**config.mk**
```make
export PLATFORM = sky130hd
export DESIGN_NAME = cartridge_top
export DESIGN_NICKNAME = d
export VERILOG_FILES = /design/src/design/mem_map_pkg.sv /design/src/design/cart_pkg.sv /design/src/design/cartridge_top.sv /design/src/design/addr_translate.sv /design/src/design/cart_mapper.sv /design/src/design/bus_events.sv /design/src/design/bank_table.sv
export SDC_FILE = /design/constraint.sdc
export NUM_CORES = 1
export LEC_CHECK = 0
export BUFFER_PORTS_ARGS = -buffer_cell sky130_fd_sc_hd__buf_2
export CORE_MARGIN = 4
export CORE_UTILIZATION = 45
export DETAILED_ROUTE_END_ITERATION = 8
export GPL_TIMING_DRIVEN = 0
export PLACE_DENSITY = 0.67
export SETUP_SLACK_MARGIN = 0.3
export SKIP_CTS_REPAIR_TIMING = 1
export SYNTH_ARGS = -nofsm -noshare
export SYNTH_HDL_FRONTEND = slang
export SYNTH_HIERARCHICAL = 1
export SYNTH_SLANG_ARGS = --single-unit
```
**constraint.sdc**
```tcl
create_clock -name clk32 -period 5.4 [get_ports clk32]
set_clock_uncertainty 0.15 [all_clocks]
set_input_delay 0.54 -clock clk32 [delete_from_list [all_inputs] [get_ports clk32]]
set_output_delay 0.54 -clock clk32 [all_outputs]
set_load 0.05 [all_outputs]
```
**src/design/mem_map_pkg.sv**
```systemverilog
// C64 bus and SDRAM address map
// CPU side bus bundle and the page tags that place cartridge ROM and RAM
// banks in the translated memory space

package mem_map_pkg;

	// ******************************************************************
	// Address map
	// ******************************************************************
	localparam int addr_w = 25;                // Translated SDRAM address
	localparam int bank_w = 7;                 // One 8k bank number
	localparam int page_lsb = 13;              // Bank offset is 8k
	localparam int page_w = addr_w - page_lsb; // Bits 24:13

	// ROM banks sit at 0x100000, up to 1MB
	localparam logic rom_base_bit = 1'b1;

	// RAM banks sit at 0x010000, up to 64k
	localparam logic [4:0] ram_base = 5'b00001;
	localparam int ram_bank_w = 3;

	// ******************************************************************
	// CPU side of the bus, sampled every clk32 cycle
	// ******************************************************************
	typedef struct packed {
		logic [15:0] addr;
		logic [7:0]  data;
		logic        write;  // Memory write active
		logic        ce;     // Memory cycle enable
		logic        roml;   // 8000-9FFF cartridge window
		logic        romh;   // A000-BFFF or E000-FFFF
		logic        io1;    // DE00-DEFF
		logic        io2;    // DF00-DFFF
	} cpu_bus_t;

	// Page bits of a ROM bank
	function automatic logic [page_w-1:0] rom_page(input logic [bank_w-1:0] bank);
		return page_w'({rom_base_bit, bank});
	endfunction

	// Page bits of a RAM bank, only the low bits count
	function automatic logic [page_w-1:0] ram_page(input logic [bank_w-1:0] bank);
		return page_w'({ram_base, bank[ram_bank_w-1:0]});
	endfunction

endpackage
```
**src/design/cart_pkg.sv**
```systemverilog
// Cartridge definitions
// Type ids from the CRT header, the chip packet record, the bus events
// and the banking state shared by the mapper and the translator

package cart_pkg;

	// Hardware type field of the CRT header
	typedef enum logic [15:0] {
		generic    = 16'd0,
		simons     = 16'd4,
		ocean      = 16'd5,
		magic_desk = 16'd19,
		easyflash  = 16'd32,
		xbank      = 16'd33
	} cart_type_e;

	// ******************************************************************
	// Bank table
	// ******************************************************************
	localparam int table_depth = 64;
	localparam int idx_w = $clog2(table_depth);

	localparam logic [15:0] ocean_b_first_bank = 16'd32; // 512k Ocean images only
	localparam logic [15:0] roml_load_addr = 16'h8000;
	localparam logic [15:0] bank_size = 16'h2000;        // 8k

	// One CHIP packet as the loader hands it over
	typedef struct packed {
		logic [15:0]                      load_addr;
		logic [15:0]                      size;
		logic [15:0]                      num;
		logic [mem_map_pkg::addr_w-1:0]   raddr;     // Where the packet landed
	} bank_rec_t;

	// Single cycle events on the bus
	typedef struct packed {
		logic io1_wr;
		logic io1_rd;
		logic io2_wr;
		logic io1_stb;  // Rising edge of IO1
		logic io2_stb;  // Rising edge of IO2
		logic restart;
	} bus_event_t;

	// Banking state
	typedef struct packed {
		logic                           exrom;
		logic                           game;
		logic [mem_map_pkg::bank_w-1:0] bank_lo;
		logic [mem_map_pkg::bank_w-1:0] bank_hi;
		logic [mem_map_pkg::bank_w-1:0] io2_bank;
		logic                           io2_ena;     // IO2 maps to RAM on reads
		logic                           io2_wr_ena;  // and on writes
	} map_ctrl_t;

	// No cartridge present
	localparam map_ctrl_t ctrl_reset = '{exrom: 1'b1, game: 1'b1, default: '0};

endpackage

```
**src/design/cartridge_top.sv**
```systemverilog
// C64 cartridge banking controller
// Holds the bank table filled from the CRT image, follows the cartridge
// registers and maps CPU accesses into the SDRAM copy of the image

module cartridge_top (
	input  logic                           clk32,
	input  logic                           reset_n,

	// CRT loading
	input  logic                           cart_loading,
	input  cart_pkg::cart_type_e           cart_id,
	input  logic [7:0]                     cart_exrom,
	input  logic [7:0]                     cart_game,
	input  cart_pkg::bank_rec_t            cart_bank,
	input  logic                           cart_bank_wr,

	// Live CPU bus
	input  mem_map_pkg::cpu_bus_t          cpu_bus,
	output logic                           exrom,
	output logic                           game,
	output logic [mem_map_pkg::addr_w-1:0] addr_out,
	output logic                           mem_write_out,
	output logic                           mem_ce_out
);
	import mem_map_pkg::*;
	import cart_pkg::*;

	logic [idx_w-1:0]  lo_index;
	logic [idx_w-1:0]  hi_index;
	logic [bank_w-1:0] lo_bank;
	logic [bank_w-1:0] hi_bank;
	logic              ocean_b_seen;
	bus_event_t        ev;
	map_ctrl_t         ctrl;

	// ******************************************************************
	// Input side
	// ******************************************************************
	bank_table u_bank_table (
		.clk32(clk32), .cart_loading(cart_loading), .bank_wr(cart_bank_wr),
		.rec(cart_bank), .lo_index(lo_index), .hi_index(hi_index),
		.lo_bank(lo_bank), .hi_bank(hi_bank), .ocean_b_seen(ocean_b_seen)
	);

	bus_events u_bus_events (
		.clk32(clk32), .reset_n(reset_n), .cart_loading(cart_loading),
		.cart_id(cart_id), .bus(cpu_bus), .ev(ev)
	);

	// ******************************************************************
	// Banking and translation
	// ******************************************************************
	cart_mapper u_cart_mapper (
		.clk32(clk32), .cart_id(cart_id), .cart_exrom(cart_exrom),
		.cart_game(cart_game), .ev(ev), .bus(cpu_bus), .lo_bank(lo_bank),
		.hi_bank(hi_bank), .ocean_b_seen(ocean_b_seen), .lo_index(lo_index),
		.hi_index(hi_index), .ctrl(ctrl)
	);

	addr_translate u_addr_translate (
		.bus(cpu_bus), .ev(ev), .ctrl(ctrl), .reset_n(reset_n),
		.addr_out(addr_out), .mem_write_out(mem_write_out), .mem_ce_out(mem_ce_out)
	);

	assign exrom = ctrl.exrom;  // To the PLA
	assign game = ctrl.game;

endmodule

```
**src/design/addr_translate.sv**
```systemverilog
// Address translation
// Redirects ROML, ROMH and IO2 accesses to the CRT image in SDRAM, blocks
// ROML writes in Ultimax mode and opens a memory cycle for IO2 RAM

module addr_translate (
	input  mem_map_pkg::cpu_bus_t          bus,
	input  cart_pkg::bus_event_t           ev,
	input  cart_pkg::map_ctrl_t            ctrl,
	input  logic                           reset_n,
	output logic [mem_map_pkg::addr_w-1:0] addr_out,
	output logic                           mem_write_out,
	output logic                           mem_ce_out
);
	import mem_map_pkg::*;

	logic ultimax;
	logic io2_sel;
	logic io2_ce;

	assign ultimax = ctrl.exrom & ~ctrl.game;

	// IO2 RAM selected for this access direction
	assign io2_sel = bus.io2 & (bus.write ? ctrl.io2_wr_ena : ctrl.io2_ena);

	// I/O cycles carry no ce of their own, open one on the select edge
	assign io2_ce = (ev.io2_wr & ctrl.io2_wr_ena)
		| (ev.io2_stb & ~bus.write & ctrl.io2_ena);

	// ******************************************************************
	// Translation
	// ******************************************************************
	always_comb begin
		addr_out = addr_w'(bus.addr);
		mem_ce_out = bus.ce;

		// No RAM behind ROML in Ultimax mode
		mem_write_out = bus.write & ~(bus.roml & ultimax);

		if (!reset_n) begin
			// Bits 12:0 stay as the CPU drove them
			if (bus.romh & ~bus.write)
				addr_out[addr_w-1:page_lsb] = rom_page(ctrl.bank_hi);
			if (bus.roml & ~bus.write)
				addr_out[addr_w-1:page_lsb] = rom_page(ctrl.bank_lo);
			if (io2_sel)
				addr_out[addr_w-1:page_lsb] = ram_page(ctrl.io2_bank);  // DFxx

			mem_ce_out = bus.ce | io2_ce;
		end
	end

endmodule

```
**src/design/cart_mapper.sv**
```systemverilog
// Cartridge banking state machine
// Tracks the EXROM and GAME lines and the bank selects of the cartridge
// type in use, driven by register accesses in the IO1 window

module cart_mapper (
	input  logic                           clk32,
	input  cart_pkg::cart_type_e           cart_id,
	input  logic [7:0]                     cart_exrom,
	input  logic [7:0]                     cart_game,
	input  cart_pkg::bus_event_t           ev,
	input  mem_map_pkg::cpu_bus_t          bus,
	input  logic [mem_map_pkg::bank_w-1:0] lo_bank,
	input  logic [mem_map_pkg::bank_w-1:0] hi_bank,
	input  logic                           ocean_b_seen,
	output logic [cart_pkg::idx_w-1:0]     lo_index,
	output logic [cart_pkg::idx_w-1:0]     hi_index,
	output cart_pkg::map_ctrl_t            ctrl
);
	import mem_map_pkg::*;
	import cart_pkg::*;

	logic [idx_w-1:0] sel_index;  // Table entry in use
	logic             init_step;  // First cycle after restart

	// Both halves always come from the same entry
	assign lo_index = sel_index;
	assign hi_index = sel_index;

	always_ff @(posedge clk32) begin
		init_step <= ev.restart;

		if (ev.restart) begin
			ctrl <= ctrl_reset;
			sel_index <= '0;
		end else begin
			case (cart_id)

				// ******************************************************
				// Generic 8k, 16k or Ultimax, lines from the CRT header
				// ******************************************************
				generic: begin
					ctrl.exrom <= cart_exrom[0];
					ctrl.game <= cart_game[0];
					ctrl.bank_lo <= lo_bank;  // Entry 0
					ctrl.bank_hi <= hi_bank;
				end

				// ******************************************************
				// Simons Basic, two 8k banks
				// ******************************************************
				simons: begin
					if (init_step) begin
						ctrl.exrom <= 1'b0;
						ctrl.game <= 1'b0;
						ctrl.bank_lo <= '0;
						ctrl.bank_hi <= bank_w'(1);
					end
					if (ev.io1_wr)
						ctrl.game <= 1'b0;  // 16k map
					if (ev.io1_rd)
						ctrl.game <= 1'b1;  // 8k map
				end

				// ******************************************************
				// Ocean type 1, bank in DE00 bits 5:0
				// ******************************************************
				ocean: begin
					if (init_step) begin
						ctrl.exrom <= 1'b0;
						ctrl.game <= 1'b0;
					end
					if (ev.io1_wr) begin
						ctrl.bank_lo <= bank_w'(bus.data[5:0]);
						ctrl.bank_hi <= bank_w'(bus.data[5:0]);
					end
					// Type B uses ROML only, A000 stays RAM
					if (ocean_b_seen)
						ctrl.game <= 1'b1;
				end

				// ******************************************************
				// Magic Desk, 8k map, bit 7 switches the cartridge off
				// ******************************************************
				magic_desk: begin
					if (init_step) begin
						ctrl.exrom <= 1'b0;
						ctrl.game <= 1'b1;
						ctrl.bank_lo <= '0;
					end
					if (ev.io1_wr) begin
						ctrl.bank_lo <= bank_w'(bus.data[3:0]);
						ctrl.exrom <= bus.data[7];
					end
				end

				// ******************************************************
				// EasyFlash and XBank, 256 bytes of RAM at DF00
				// ******************************************************
				easyflash, xbank: begin
					if (init_step) begin
						ctrl.io2_bank <= '0;
						ctrl.io2_ena <= 1'b1;
						ctrl.io2_wr_ena <= 1'b1;
						ctrl.exrom <= (cart_id == easyflash);  // EasyFlash boots Ultimax
						ctrl.game <= 1'b0;
					end

					// Selects follow the table one cycle behind the index
					ctrl.bank_lo <= lo_bank;
					ctrl.bank_hi <= hi_bank;

					if (ev.io1_wr) begin
						if (bus.addr[1]) begin
							// DE02 control, boot jumper assumed when bit 2 is clear
							ctrl.game <= bus.data[2] & ~bus.data[0];
							ctrl.exrom <= ~bus.data[1];
						end else begin
							sel_index <= bus.data[idx_w-1:0];  // DE00 bank
						end
					end
				end

				default: ;
			endcase
		end
	end

endmodule

```
**src/design/bus_events.sv**
```systemverilog
// Bus event detection
// Finds the rising edges of IO1, IO2 and the load flag, and raises the
// restart event on reset, on a new cartridge id or when loading starts

module bus_events (
	input  logic                  clk32,
	input  logic                  reset_n,
	input  logic                  cart_loading,
	input  cart_pkg::cart_type_e  cart_id,
	input  mem_map_pkg::cpu_bus_t bus,
	output cart_pkg::bus_event_t  ev
);
	import cart_pkg::*;

	logic       old_io1;
	logic       old_io2;
	logic       old_loading;
	cart_type_e old_id;

	// History of the previous cycle
	always_ff @(posedge clk32) begin
		old_io1 <= bus.io1;
		old_io2 <= bus.io2;
		old_loading <= cart_loading;
		old_id <= cart_id;
	end

	// An I/O access counts once, on the rising edge of its select
	always_comb begin
		ev = '0;
		ev.io1_stb = bus.io1 & ~old_io1;
		ev.io2_stb = bus.io2 & ~old_io2;

		ev.io1_wr = ev.io1_stb & bus.write;
		ev.io1_rd = ev.io1_stb & ~bus.write;
		ev.io2_wr = ev.io2_stb & bus.write;

		ev.restart = reset_n                           // Reset is active high
			| (cart_id != old_id)
			| (cart_loading & ~old_loading);
	end

endmodule

```
**src/design/bank_table.sv**
```systemverilog
// Bank lookup tables
// Records where each CHIP packet of the CRT image landed, split into the
// low (ROML) and high (ROMH) halves, and spots 512k Ocean images

module bank_table (
	input  logic                           clk32,
	input  logic                           cart_loading,
	input  logic                           bank_wr,
	input  cart_pkg::bank_rec_t            rec,
	input  logic [cart_pkg::idx_w-1:0]     lo_index,
	input  logic [cart_pkg::idx_w-1:0]     hi_index,
	output logic [mem_map_pkg::bank_w-1:0] lo_bank,
	output logic [mem_map_pkg::bank_w-1:0] hi_bank,
	output logic                           ocean_b_seen
);
	import mem_map_pkg::*;
	import cart_pkg::*;

	logic [bank_w-1:0] lo_tab [table_depth];
	logic [bank_w-1:0] hi_tab [table_depth];

	logic [idx_w-1:0]  wr_index;
	logic [bank_w-1:0] rec_bank;
	logic              old_loading;

	assign wr_index = rec.num[idx_w-1:0];
	assign rec_bank = rec.raddr[page_lsb +: bank_w]; // Bits 19:13

	// ******************************************************************
	// Table fill
	// ******************************************************************
	always_ff @(posedge clk32) begin
		if (bank_wr && rec.num < 16'(table_depth)) begin
			if (rec.load_addr <= roml_load_addr) begin
				lo_tab[wr_index] <= rec_bank;
				// 16k packet covers ROMH too
				if (rec.size > bank_size)
					hi_tab[wr_index] <= bank_w'(rec_bank + 1'b1);
			end else begin
				hi_tab[wr_index] <= rec_bank;  // A000 or E000 packet
			end
		end
	end

	// Ocean type B has more than 32 banks, only ROML is banked
	always_ff @(posedge clk32) begin
		old_loading <= cart_loading;
		if (cart_loading & ~old_loading)
			ocean_b_seen <= 1'b0;
		else if (bank_wr && rec.num >= ocean_b_first_bank)
			ocean_b_seen <= 1'b1;
	end

	assign lo_bank = lo_tab[lo_index];
	assign hi_bank = hi_tab[hi_index];

endmodule

```
==> reports/metrics.yaml <==
status: "finished clean"
syn2layout_area_growth_pct: 14.37
peakVddDrop_v: 0.0002696
dp_slack_ns: 1.021
dpl_cell_area_um2: 39970
layout-drive-gt1-share_pct: 25.60
cts_tree: "done"
grt_pass1_wl_um: 139000
holdWs_ns: 0.03694
worstSetupPathType: "reg -> reg"
portBuffers: 112
via_per_inst: 6.151
gp_congestion: 0.9348
drt_drc_violations_left: 0
end_kind: "flop"
die_area_um2: 88600
wl_per_cell_um: 28.20
hp-class: "in -> reg"
syn_avg_cell_area_um2: 19.04
core_um2: 82640
startpoint_type: "flop"
drtAntennaViolNets: 0
cp_max_fo: 10
nets: 2366
slew_violations: 0
cpMostUsedCell: "buf_2"
yosys_warnings: 6
fill_cells: 6404
crit_arrival_ns: 4.52
antenna_found_initial: 4
hold_viol_final: 0
crit_chain: "buf_4 -> buf_2 -> buf_2 -> buf_1 -> mux4_2 -> nor2_1 -> nor4_1 -> o21ai_0 -> nand3_1 -> a22oi_1 -> a311oi_1"
slew_headroom_pct: 9.514
r2r_setup_slack_ns: 1.27
clockBufferDepth: 3
critPathMaxStageDelay_ns: 0.90
grt_pass1_vias: 20500
min_period_over_period_pct: 76.47
clk_pin_slew_ns: 0.06
crit_family: "buffers and inverters"
hpwlAfterDp_um: 63730
required_ns: 5.79
initial_core_util_pct: 45.69
finalWirelength_um: 95080
insertion_delay_ns: 0.65
min_period_ns: 4.129
clk_root_buffer_cell: "clkbuf_16"
drt-initial-drc-count: 2778
dr.pass1.iters: 6
vias: 20740
grt_max_degree: 69
io_pins: 168
max_freq_mhz: 242.2
numCtsBuffers: 91
path_buf_inv: 4
cts.htree.levels: 3
worst_pin_slew_ns: 1.357
cts_sinks: 941
leakagePower_nw: 13.36
fin_ws_ns: 1.271
powerDensity_nw_per_um2: 343.6
syn_inst: 1983
fin_area_um2: 43180
grt_overflow_total: 0
die_y_um: 297.7
fp.dieW_um: 297.7
worst_path_max_delay_cell: "buf_1"
core.rowCount: 105
syn-cell-area_um2: 37760
track_usage_pct: 21.18
setup_viol: 0
maxCapViolations: 0
rsz0062_at_grt: "false"
-- area by class of cell --
| type | count | area, µm² | share of cell area (%) |
|---|---|---|---|
| clock inverters | 54 | 630.6 | 1.460 |
| well taps | 1070 | 1339 | 3.100 |
| repair buffers | 145 | 982.2 | 2.275 |
| multi-input cells | 887 | 9159 | 21.21 |
| clock buffers | 114 | 2395 | 5.546 |
| flip-flops and latches | 941 | 27810 | 64.40 |
| inverters | 26 | 97.59 | 0.2260 |
| plain buffers | 134 | 768.2 | 1.779 |
| diodes | 1 | 2.502 | 0.005795 |
-- cell usage in the layout, fill, tap and decap left out, types with 20 or more instances in the layout --
cell	n
a22oi_1	21
buf_4	52
o22ai_1	34
dfxtp_1	45
inv_1	26
nor2b_1	30
nand2_1	39
buf_2	131
a22o_1	20
nand2b_1	22
nor2_1	170
a31oi_1	21
mux2i_1	33
mux4_2	219
clkbuf_16	92
nand3_1	34
edfxtp_1	896
clkbuf_1	65
-- report_power, final --
group,switching (mW),total (mW),internal (mW),leakage (nW)
sequential,0.00421,8.03,8.02,8.42
combinational,0.275,0.381,0.106,3.48
clock,2.66,6.43,3.77,1.46
-- flip-flops by register name (all words and copies together), names as in the netlist --
register / count
u_bank_table/hi_tab: 448
u_bank_table/lo_tab: 448
u_bank_table/ocean_b_seen: 1
u_bank_table/old_loading: 1
u_bus_events/old_id: 16
u_bus_events/old_io1: 1
u_bus_events/old_io2: 1
u_bus_events/old_loading: 1
u_cart_mapper/ctrl: 17
u_cart_mapper/hi_index: 6
u_cart_mapper/init_step: 1
-- per-stage QoR --
stage	util [%]	setup TNS (ns)	instances	total power, mW
global placement	48.01	-413.60	3170	8.514
floorplan	-	0	1988	8.338
CTS	52.03	0	3353	14.93
finish	52.25	0	3372	14.84
detailed placement	48.37	0	3185	8.552
global route	52.25	0	3372	15.29
-- routing by layer --
metal  vias up  global-route usage [%]  part of all wire, %
met4         4                   7.881                  4.2
li1       8601                       -                    -
met5         -                       0                0.027
met1     10700                   29.58                   39
met3       236                   3.852                  9.6
met2      1200                   33.67                   48
-- worst reg2reg max path: cells and delay by family, from the launching register on --
kind / cells / cell delay, ns
AOI/OAI and AO/OA: 3 / 0.62
buffers and inverters: 4 / 1.73
DFF: 1 / 0.43
muxes: 1 / 0.41
and+or+nand+nor: 3 / 0.70
-- final timing paths --
path,start,to,cells after the start
max,u_cart_mapper/hi_index[1],u_cart_mapper/ctrl[20],11
min reg2reg,u_bank_table/old_loading,u_bank_table/ocean_b_seen,2
min,cart_id[2],u_bus_events/old_id[2],1
max reg2reg,u_cart_mapper/hi_index[1],u_cart_mapper/ctrl[20],11
Note: power is estimated with default switching activity, not from simulation.
